File: src/dcache_pkg.sv
package dcache_pkg;

    localparam int WORD_W         = 32;
    localparam int ADDR_W         = 32;
    localparam int WORDS_PER_LINE = 4;
    localparam int LINE_W         = WORD_W * WORDS_PER_LINE;    // 128
    localparam int STRB_W         = WORD_W / 8;
    localparam int NUM_WAYS       = 2;                          // one lru bit per set
    localparam int OFFSET_W       = $clog2(WORDS_PER_LINE * STRB_W);

    typedef logic [WORD_W-1:0] word_t;
    typedef logic [ADDR_W-1:0] addr_t;
    typedef logic [LINE_W-1:0] line_t;     // word 0 in the low bits
    typedef logic [STRB_W-1:0] strb_t;
    typedef logic [$clog2(NUM_WAYS)-1:0] way_t;

    // miss handling runs WB_* only for a dirty victim
    typedef enum logic [2:0] {
        IDLE,
        LOOKUP,
        WB_REQ,
        WB_WAIT,
        RF_REQ,
        RF_WAIT,
        RF_DONE
    } ctrl_state_t;

    function automatic int index_w(input int num_sets);
        return $clog2(num_sets);
    endfunction

    function automatic int tag_w(input int num_sets);
        return ADDR_W - OFFSET_W - $clog2(num_sets);
    endfunction

endpackage
File: src/mem_port.sv
`timescale 1ns/1ps

module mem_port #(
    parameter int NUM_SETS = 64
) (
    input  logic              clk,
    input  logic              reset,
    input  logic              start_wb,
    input  logic              start_rf,
    input  dcache_pkg::addr_t victim_addr,
    input  dcache_pkg::line_t victim_line,
    input  dcache_pkg::addr_t refill_addr,
    output logic              wb_done,
    output logic              rf_done,
    output dcache_pkg::line_t rf_line,
    output logic              mem_rd_req,
    output dcache_pkg::addr_t mem_rd_addr,
    input  logic              mem_rd_ready,
    input  logic              mem_ret_valid,
    input  dcache_pkg::line_t mem_ret_line,
    output logic              mem_wr_req,
    output dcache_pkg::addr_t mem_wr_addr,
    output dcache_pkg::line_t mem_wr_line,
    input  logic              mem_wr_ready,
    input  logic              mem_wr_done
);
    localparam int OFF_W  = dcache_pkg::OFFSET_W;
    localparam int LNUM_W = dcache_pkg::tag_w(NUM_SETS) + dcache_pkg::index_w(NUM_SETS);

    logic [LNUM_W-1:0] rd_lnum;   // line numbers, offset bits dropped
    logic [LNUM_W-1:0] wr_lnum;
    logic              rd_pend;
    logic              wr_pend;

    assign mem_rd_addr = {rd_lnum, {OFF_W{1'b0}}};
    assign mem_wr_addr = {wr_lnum, {OFF_W{1'b0}}};

    always_ff @(posedge clk) begin
        if (reset) begin
            mem_wr_req <= 1'b0;
            mem_rd_req <= 1'b0;
            wr_pend    <= 1'b0;
            rd_pend    <= 1'b0;
            wb_done    <= 1'b0;
            rf_done    <= 1'b0;
        end else begin
            wb_done <= 1'b0;
            rf_done <= 1'b0;
            if (start_wb) begin
                mem_wr_req <= 1'b1;
                wr_pend    <= 1'b1;
            end else if (mem_wr_req && mem_wr_ready) begin
                mem_wr_req <= 1'b0;
            end
            if (wr_pend && !mem_wr_req && mem_wr_done) begin
                wr_pend <= 1'b0;
                wb_done <= 1'b1;
            end
            if (start_rf) begin
                mem_rd_req <= 1'b1;
                rd_pend    <= 1'b1;
            end else if (mem_rd_req && mem_rd_ready) begin
                mem_rd_req <= 1'b0;
            end
            if (rd_pend && !mem_rd_req && mem_ret_valid) begin
                rd_pend <= 1'b0;
                rf_done <= 1'b1;
            end
        end
    end

    always_ff @(posedge clk) begin
        if (start_wb) begin
            wr_lnum     <= victim_addr[dcache_pkg::ADDR_W-1:OFF_W];
            mem_wr_line <= victim_line;
        end
        if (start_rf) begin
            rd_lnum <= refill_addr[dcache_pkg::ADDR_W-1:OFF_W];
        end
        if (rd_pend && mem_ret_valid) begin
            rf_line <= mem_ret_line;
        end
    end

endmodule

File: config.mk
export PLATFORM = sky130hd
export DESIGN_NAME = mem_port
export DESIGN_NICKNAME = d
export VERILOG_FILES = /design/src/dcache_pkg.sv /design/src/mem_port.sv
export SDC_FILE = /design/constraint.sdc
export NUM_CORES = 1
export LEC_CHECK = 0
export BUFFER_PORTS_ARGS = -buffer_cell sky130_fd_sc_hd__buf_2
export CAP_MARGIN = 20
export CORE_AREA = 8 8 247 249
export DETAILED_ROUTE_END_ITERATION = 12
export DIE_AREA = 0 0 255 257
export GPL_ROUTABILITY_DRIVEN = 0
export PLACE_DENSITY = 0.42
export SYNTH_ARGS = -nofsm -noshare
export SYNTH_HDL_FRONTEND = slang
export SYNTH_SLANG_ARGS = --single-unit
File: constraint.sdc
create_clock -name clk -period 5.7 [get_ports clk]
set_input_delay 0.57 -clock clk [delete_from_list [all_inputs] [get_ports clk]]
set_output_delay 0.57 -clock clk [all_outputs]
set_load 0.01 [all_outputs]
# [Yosys cells after proc, flatten, opt, wreduce, memory -nomap -nowiden]
# Index checks and enable logic that the tools add are counted.
[classes] mux=6 reduce_logical=13
[op_table] cell="1-bit logical AND" n=7
[op_table] cell="1-bit two-way mux" n=6
[op_table] cell="2-bit nonzero test" n=2
[op_table] cell="2-bit OR reduction" n=2
[op_table] cell="1-bit logical NOT" n=2
[totals] out_inout_bits=324 inputBits=328 word_cells=29 ff_bits=318

# [Longest topological paths before layout]
# Gate-level depths: netlist of the first run.
[logic_depth] ltp_word=4 ltp_mapped=2 depth_no_buf=2

# [Worst setup path before layout of the first run]
# No wires, ideal clock.
[synth_timing] path_type="input port to flip-flop" from="input mem_ret_valid" to="register rf_done" stages=2 path_slack_ps=3065 path_buffers=0 setup_time_ps=77 t_required_ps=5623 arrival_time_ps=2558 path_cell_list="and2_2 nor3b_2"
[synth_between] elab_chain_len=2
[synth_lines] item="start, declared" line_no="mem_port.sv:19" rtl="input logic mem_ret_valid,"
[synth_lines] item="1-bit logical AND" line_no="mem_port.sv:65" rtl="if (rd_pend && !mem_rd_req && mem_ret_valid) begin"
[synth_lines] item="1-bit two-way mux" line_no="mem_port.sv:65"
[synth_lines] item="end signal, assigned" line_no="mem_port.sv:45" rtl="rf_done <= 1'b0;"
[synth_lines] item="end signal, assigned" line_no="mem_port.sv:48" rtl="rf_done <= 1'b0;"
[synth_lines] item="end signal, assigned" line_no="mem_port.sv:67" rtl="rf_done <= 1'b1;"
[synth_lines] item="end, declared" line_no="mem_port.sv:14" rtl="output logic rf_done,"
# No other way between the ends.
# A chain may end at the register's enable or synchronous reset.

# [Final worst setup path of the first run]
[layout_timing] from="register rd_pend" to="register rf_line[63] (enable)"
[layout_between] elab_chain_len=1
[layout_lines] item="start, declared" line_no="mem_port.sv:32" rtl="logic rd_pend;"
[layout_lines] item="start signal, assigned" line_no="mem_port.sv:43" rtl="rd_pend <= 1'b0;"
[layout_lines] item="start signal, assigned" line_no="mem_port.sv:61" rtl="rd_pend <= 1'b1;"
[layout_lines] item="start signal, assigned" line_no="mem_port.sv:66" rtl="rd_pend <= 1'b0;"
[layout_lines] item="1-bit logical AND" line_no="mem_port.sv:80" rtl="if (rd_pend && mem_ret_valid) begin"
[layout_lines] item="end signal, assigned" line_no="mem_port.sv:81" rtl="rf_line <= mem_ret_line;"
[layout_lines] item="end, declared" line_no="mem_port.sv:15" rtl="output dcache_pkg::line_t rf_line,"
# No other way between the ends.

==> metrics.yaml, run 1 <==
design_area_sq_um: 15000
cts.clk_slew.worst_paths_ns: 0.06
drt_wl_total_mm: 34.0
worstSetupStartpoint: "rd_pend"
dpl.hpwl_mm: 27.2
avgSynthCellArea_sq_um: 28.3
die_w_um: 255
finalHoldViolations: 0
tightest_slew_ns: 1.01
firstDrtPassIters: 4
die-area_sq_um: 65500
rsz0062_at_grt: "no"
clockPowerShare: 0.418
place_area_sq_um: 13800
numCtsBuffers: 37
p_sw_mw: 1.19
hold_ws_ns: 0.215
dp.cells: 1745
cts_tree: "built"
synthArstFlopShare: 0
drt_iter0_drc: 202
ir_drop_mv: 0.258
cp.arrival_ns: 2.06
startpoint_type: "flip-flop"
area_growth_pct: 54.8
syn_inst: 342
cp.buffers_inverters: 1
postCtsHoldBufs: 0
fin_cells: 1811
yosys.area.top_type: "edfxtp_1"
cts_resized: 0
cts.sinks: 318
seq_area_frac_synth: 0.982
path_cells: "and2_4, buf_4"
final_nets: 1347
cts_root_buffer: "clkbuf_16"
yosys-top-cells-area: "edfxtp_1 97%, dfxtp_1 1.2%, buf_4 0.62%"
tns_ns: 0
htreeDepth: 2
synthAdderAreaFrac: 0
synth.distinct_cells: 12
hp-class: "in2reg"
mappedNetlistArea_sq_um: 9660
synth_edf_count: 312
synthMostInstantiatedCell: "edfxtp_1"
status: "completed"
cts_buffer_depth: 3
placeableCoreArea_sq_um: 57000
start_util: 0.169
num_rows: 88
ys.flop_type: "edfxtp_1"
fin_crit_sh: 0.335
clkLatencyLatePin_ns: 0.53
vias: 6084
fmax_mhz: 523
synth_compound_area_frac: 0.00414
wire_per_inst_um: 18.8
drc: 0
postCtsSetupBuffers: 0
synth_top_area_share: 0.969
grt_first_pass_wirelength_mm: 45.7
postRouteAntennaNets: 0
critPathKind: "reg2reg"
switching_share: 0.218
finalSetupViolations: 0
synth_top_family_by_area: "buffers and inverters"
max_cap_viol_count: 0
slowest_stage: "buf_4"
timing.rr.start: "rd_pend"
numPortBuffers: 635
cellLeakagePower_nw: 6.19
io_pins: 652
synth-seq-cells: 318
first_global_vias: 6760
combinationalPowerShare: 0.074
grt_max_degree: 78
hold_start: "mem_ret_line[13]"
die_h_um: 257
period_minus_slack_ns: 1.91
grt-ovfl-total: 0
critPathTopFamily: "buffers and inverters"
synth-xor-area-share: 0
crit_path_end_kind: "flip-flop"
critPathRequiredTime_ns: 5.85
viasPerCell: 3.36
timing.slew.headroom: 0.326
slew_violations: 0
critPathMaxFanout: 59
p_int_mw: 4.27
track_usage: 0.0958
final_util: 0.262
skew_ns: 0.0103
seqPwrFrac: 0.508
yosys_warnings: 0
synthMuxAreaShare: 0
p_per_area_nw_per_um2: 365
synth_common_cells: "312 x edfxtp_1, 8 x buf_4, 6 x dfxtp_1"
cpPeakStageDelay_ns: 0.67
drive_above_1_share: 0.665
yosys.area_share.simple: 0.00583
antenna_found_initial: 8
==> cells in the final DEF (no fill, tap or decap), drive strengths merged, types with 2 or more instances in the layout <==
cell type / count
a21oi: 2
a311oi: 2
buf: 639
bufinv: 4
clkbuf: 41
clkinv: 17
conb: 8
dfxtp: 6
diode: 2
edfxtp: 312
inv: 5
nand2b: 2
nor2: 2
==> power groups by stage <==
stage	combinational, mW	sequential (mW)	clock, mW
after floorplan	0.0240	2.90	0
after global placement	0.418	2.82	0
after detailed placement	0.417	2.82	0
after CTS	0.417	2.78	2.38
after global routing	0.435	2.79	2.45
final	0.402	2.77	2.28
==> state kept, by name, indices dropped and copies added (netlist names) <==
| name | cells |
|---|---|
| mem_wr_req | 1 |
| wr_pend | 1 |
| rd_pend | 1 |
| rf_line | 128 |
| wb_done | 1 |
| mem_rd_req | 1 |
| rd_lnum | 28 |
| wr_lnum | 28 |
| rf_done | 1 |
| mem_wr_line | 128 |
==> path summary, 6_finish.rpt <==
| kind | cells past startpoint | slack, ns | endpoint |
|---|---|---|---|
| max | 2 | 3.79 | rf_line[63] |
| min | 1 | 0.22 | rf_line[13] |
| max reg2reg | 2 | 3.79 | rf_line[63] |
| min reg2reg | 1 | 0.51 | wr_pend |
==> area by class of cell <==
type / instances / area [sq um]
Clock buffer: 41 / 941
Fill cell: 5967 / 42100
Sequential cell: 318 / 9490
Timing Repair Buffer: 639 / 3210
Multi-Input combinational cell: 19 / 128
Clock inverter: 23 / 209
Inverter: 4 / 15.0
Tap cell: 765 / 957
Antenna cell: 2 / 5.00
==> kinds of logic (layout without fill, tap and decap cells) <==
kind of cell,after synthesis,in the layout
AO/OA/AOI/OAI,4,4
AND/OR/NAND/NOR,7,7
flip-flops,318,318
buffers and inverters,12,707
other,1,10
==> stage by stage <==
step / setup WS (ns) / total power [mW]
after floorplan: 3.07 / 2.93
after global placement: 3.40 / 3.24
after detailed placement: 3.37 / 3.24
after CTS: 3.77 / 5.58
after global routing: 3.64 / 5.68
final: 3.79 / 5.46
==> metal layers <==
metal / GRT usage / routed length, um / vias up
li1: - / - / 2723
met3: 0.0554 / 4750 / 60
met1: 0.0835 / 10500 / 2875
met4: 0.0335 / 898 / 8
met2: 0.179 / 17800 / 418
met5: 0 / 49 / -
Note: power is estimated with default switching activity, not from simulation.
==> inputs of run 2 (changes only) <==
--- a/config.mk
+++ b/config.mk
@@ -11,7 +11,7 @@
 export DETAILED_ROUTE_END_ITERATION = 12
 export DIE_AREA = 0 0 255 257
 export GPL_ROUTABILITY_DRIVEN = 0
-export PLACE_DENSITY = 0.42
+export PLACE_DENSITY = 0.44
 export SYNTH_ARGS = -nofsm -noshare
 export SYNTH_HDL_FRONTEND = slang
 export SYNTH_SLANG_ARGS = --single-unit
==> constraint.sdc (replaced) <==
create_clock -name clk -period 1.6 [get_ports clk]
set_input_delay 0.16 -clock clk [delete_from_list [all_inputs] [get_ports clk]]
set_output_delay 0.16 -clock clk [all_outputs]
set_load 0.01 [all_outputs]
==> metrics.yaml, run 2 (synthesis gave the netlist of run 1 again) <==
grt-ovfl-total: 0  # unchanged
cts_buffer_depth: 3  # unchanged
drive_above_1_share: 0.510  # -0.155
cp_common_cell: "dlygate4sd3_1"
drc: 0  # unchanged
fillCellCount: 5633  # -5.6%
io_pins: 652  # unchanged
status: "completed"
numPortBuffers: 635  # unchanged
vias: 7346  # +21%
fin_ws_ns: 0.116  # -3.67 ns
area_growth_pct: 89.5
cts.clk_slew.worst_paths_ns: 0.06  # about the same
hp-class: "in2reg"
dp_slack_ns: 0.359  # -3.01 ns
p_sw_mw: 4.33  # +260%
reg2reg_to: "wr_pend"
path_cells: "dlygate4sd3_1, buf_6, nor2_1, a311oi_2, dlygate4sd3_1"
dp.cells: 1753  # +0.46%
multi_input_area_sq_um: 128  # unchanged
critPathMaxFanout: 25  # -58%
crit_path_end_kind: "flip-flop"
top_regs: "mem_wr_line (128), rf_line (128)"
skew_ns: 0.00904  # -0.00126 ns
postCtsSetupBuffers: 0  # unchanged
cts.sinks: 318  # unchanged
seqPwrFrac: 0.492  # -0.016
finalHoldViolations: 0  # unchanged
critPathRequiredTime_ns: 2.05  # -3.80 ns
fmax_mhz: 674
r2r_cells: 3  # +1
clockPowerShare: 0.402  # -0.016
max_cap_viol_count: 0  # unchanged
grt_first_pass_wirelength_mm: 53.3  # +17%
rsz0062_at_grt: "no"
critPathKind: "in2reg"
crit_path_end: "wr_pend"
start_util: 0.169  # unchanged
cts_root_buffer: "clkbuf_16"
die_w_um: 255  # unchanged
viasPerCell: 3.43  # +2.1%
final_common_cell: "buf_2"
numCtsBuffers: 36  # -2.7%
period_minus_slack_ns: 1.48
fin_cells: 2142  # +18%
postRouteAntennaNets: 0  # unchanged
antenna_found_initial: 6  # -2
track_usage: 0.107  # +0.0116
tns_ns: 0  # unchanged
power.total_mw: 20.1  # +270%
die-area_sq_um: 65500  # unchanged
clkLatencyLatePin_ns: 0.52  # about the same
cellLeakagePower_nw: 7.60  # +23%
placeableCoreArea_sq_um: 57000  # unchanged
finalSetupViolations: 0  # unchanged
ir_drop_mv: 0.944  # +270%
htreeDepth: 2  # unchanged
slowest_stage: "dlygate4sd3_1"
wire_per_inst_um: 17.6  # -6.2%
die_h_um: 257  # unchanged
drt_wl_total_mm: 37.7  # +11%
firstDrtPassIters: 4  # unchanged
reg2reg_setup_slack_ns: 0.28  # -3.51 ns
cts_tree: "built"
dpl.hpwl_mm: 27.7  # +1.9%
cpPeakStageDelay_ns: 0.57  # -0.10 ns
switching_share: 0.215  # -0.00283
p_int_mw: 15.8  # +270%
num_rows: 88  # unchanged
startpoint_type: "primary input"
seq_area_sq_um: 9490  # about the same
drt_iter0_drc: 267  # +32%
fin_crit_sh: 0.927
p_per_area_nw_per_um2: 1100  # +200%
final_nets: 1676  # +24%
timing.rr.start: "mem_wr_req"
final_cell_mix: "634 x buf_2, 322 x dlygate4sd3_1, 312 x edfxtp_1"
worstSetupStartpoint: "start_wb"
first_global_vias: 8564  # +27%
cp.arrival_ns: 1.93  # -0.13 ns
slew_violations: 0  # unchanged
grt_max_degree: 52  # -33%
final_util: 0.321  # +0.0589
combinationalPowerShare: 0.106  # +0.032
==> run 2: cell count changes in the layout (fill, tap and decap cells not counted), sizes merged <==
cell,before,now
clkinv,17,11
inv,5,6
buf,639,647
clkbuf,41,46
dlygate4sd3,0,322
clkinvlp,1,0
diode,2,4
==> run 2: final cells by class <==
class	instances	share of cell area
multi-input combinational	19	0.00697
tap	765	0.0523
clock inverter	17	0.0100
timing repair buffer	969	0.359
inverter	4	0.000820
sequential	318	0.518
antenna	4	0.000546
clock buffer	46	0.0524
==> run 2: worst min-delay path by stage <==
stage,startpoint,endpoint,slack [ns],cells after the start
floorplan,reset,wr_pend,0.23,1
global placement,mem_ret_line[102],rf_line[102],0.34,1
detailed placement,victim_line[61],mem_wr_line[61],0.34,1
CTS,start_rf,rd_lnum[18],0.03,1
global route,start_rf,rd_lnum[18],0.04,1
finish,start_rf,rd_lnum[26],0.07,1
==> run 2: routing by layer <==
metal,part of all wire,up-vias,track usage
met4,0.023,0,0.0313
met3,0.13,48,0.0556
li1,-,3387,-
met5,0,-,0
met1,0.32,3463,0.0994
met2,0.52,448,0.201
==> run 2: what timing repair did <==
action | CTS | global route
hold buffers | 322 | 0
endpoints found under the hold margin | 336 | 0
resized for setup | 0 | 0
==> run 2: worst max-delay path: cells and delay by family <==
| kind | cells | cell delay (ns) |
|---|---|---|
| simple gates | 1 | 0.09 |
| compound gates | 1 | 0.23 |
| buf+inv | 3 | 1.43 |
==> run 2: through the flow <==
| stage | hold slack, ns | instance area, sq um |
|---|---|---|
| detailed placement | 0.338 | 13900 |
| global placement | 0.337 | 13900 |
| global route | 0.0433 | 18300 |
| floorplan | 0.228 | 9690 |
| CTS | 0.0332 | 18300 |
| finish | 0.0652 | 18300 |
==> run 2: power groups by stage <==
| stage | combinational, mW | clock (mW) | sequential (mW) |
|---|---|---|---|
| after global placement | 1.52 | 0 | 10.0 |
| after floorplan | 0.0863 | 0 | 10.3 |
| after detailed placement | 1.52 | 0 | 10.1 |
| final | 2.14 | 8.07 | 9.89 |
| after CTS | 2.17 | 8.40 | 9.89 |
| after global routing | 2.30 | 8.64 | 9.94 |
==> inputs of run 3 (changes only) <==
--- a/config.mk
+++ b/config.mk
@@ -11,6 +11,7 @@
 export DETAILED_ROUTE_END_ITERATION = 12
 export DIE_AREA = 0 0 255 257
 export GPL_ROUTABILITY_DRIVEN = 0
+export MAX_ROUTING_LAYER = met4
 export PLACE_DENSITY = 0.44
 export SYNTH_ARGS = -nofsm -noshare
 export SYNTH_HDL_FRONTEND = slang
==> metrics.yaml, run 3 (synthesis gave the netlist of run 1 again) <==
clkLatencyLatePin_ns: 0.52  # about the same
numPortBuffers: 635  # unchanged
io_pins: 652  # unchanged
ir_drop_mv: 0.950  # +0.70%
max_cap_viol_count: 0  # unchanged
num_rows: 88  # unchanged
htreeDepth: 2  # unchanged
drc: 0  # unchanged
slew_violations: 0  # unchanged
critPathMaxFanout: 25  # unchanged
cts.clk_slew.worst_paths_ns: 0.06  # about the same
die_h_um: 257  # unchanged
critPathKind: "in2reg"
crit_path_end_kind: "flip-flop"
dpl.hpwl_mm: 27.7  # unchanged
cts_root_buffer: "clkbuf_16"
cellLeakagePower_nw: 7.60  # unchanged
top_regs: "mem_wr_line (128), rf_line (128)"
skew_ns: 0.00817  # -0.000874 ns
finalHoldViolations: 0  # unchanged
placeableCoreArea_sq_um: 57000  # unchanged
vias: 7359  # +0.18%
cts_buffer_depth: 3  # unchanged
r2r_cells: 3  # unchanged
track_usage: 0.110  # +0.00301
fin_crit_sh: 0.930  # +0.00218
cts_tree: "built"
critPathRequiredTime_ns: 2.05  # about the same
status: "completed"
first_global_vias: 8607  # +0.50%
grt-ovfl-total: 0  # unchanged
fmax_mhz: 672  # -0.23%
hp-class: "in2reg"
start_util: 0.169  # unchanged
grt_first_pass_wirelength_mm: 53.1  # -0.36%
tns_ns: 0  # unchanged
cp.arrival_ns: 1.94  # about the same
fillCellCount: 5632  # -0.018%
drt_wl_total_mm: 37.7  # about the same
area_growth_pct: 89.5  # about the same
startpoint_type: "primary input"
firstDrtPassIters: 4  # unchanged
hold_path_depth: 1  # unchanged
cts_resized: 0  # unchanged
antenna_found_initial: 6  # unchanged
drt_iter0_drc: 289  # +8.2%
postRouteAntennaNets: 0  # unchanged
numCtsBuffers: 36  # unchanged
place_area_sq_um: 13900  # unchanged
grt_max_degree: 52  # unchanged
wire_per_inst_um: 17.6  # +0.13%
drive_above_1_share: 0.510  # unchanged
rsz0062_at_grt: "no"
final_cell_mix: "634 x buf_2, 322 x dlygate4sd3_1, 312 x edfxtp_1"
final_nets: 1676  # unchanged
die-area_sq_um: 65500  # unchanged
cts.sinks: 318  # unchanged
p_per_area_nw_per_um2: 1100  # +0.12%
viasPerCell: 3.44  # +0.22%
power.total_mw: 20.1  # +0.11%
final_common_cell: "buf_2"
period_minus_slack_ns: 1.49  # +0.00348 ns
die_w_um: 255  # unchanged
design_area_sq_um: 18300  # about the same
finalSetupViolations: 0  # unchanged
[run 3: layout make-up]
| class | instances | area (sq um) | area share |
|---|---|---|---|
| flip-flops and latches | 318 | 9490 | 0.518 |
| repair buffers | 969 | 6570 | 0.359 |
| clock buffers | 46 | 960 | 0.0524 |
| well taps | 765 | 957 | 0.0523 |
| clock inverters | 17 | 184 | 0.0100 |
| multi-input cells | 19 | 128 | 0.00697 |
| inverters | 4 | 15.0 | 0.000820 |
| diodes | 3 | 7.51 | 0.000410 |
[run 3: power by group]
group / internal (mW) / switching, mW
Combinational: 1.15 / 0.987
Clock: 4.88 / 3.21
Sequential: 9.74 / 0.151
[run 3: what timing repair did]
action / 4_1_cts / 5_1_grt
hold endpoints to repair: 336 / 0
hold buffers: 322 / 0
buffers inserted: 0 / 0
[run 3: critical path, stage by stage]
cell and delay, ns:
dlygate4sd3_1 0.56, buf_6 0.30, nor2_1 0.09, a311oi_2 0.23
dlygate4sd3_1 0.57
[run 3: metrics by stage]
step           hold WS, ns  setup WS (ns)  std cells   util
2_1_floorplan        0.228        -0.0902        349      -
3_3_place_gp         0.337          0.360       1753  0.244
3_5_place_dp         0.338          0.359       1753  0.244
4_1_cts             0.0332          0.179       2138  0.321
5_1_grt             0.0434         0.0400       2141  0.321
6_report            0.0640          0.113       2141  0.321
[run 3: metal layers]
layer / GRT usage / vias up / routed length, um
met5: - / - / 0
met4: 0.0313 / 0 / 909
met3: 0.0487 / 54 / 4390
met2: 0.201 / 449 / 19800
met1: 0.104 / 3468 / 12700
li1: - / 3388 / -
[run 3: final timing paths]
kind                    from          end  slack, ns
setup / recovery    start_wb      wr_pend       0.11
hold / removal      start_rf  rd_lnum[18]       0.06
setup reg to reg  mem_wr_req      wr_pend       0.28
hold reg to reg   mem_rd_req      rf_done       0.49
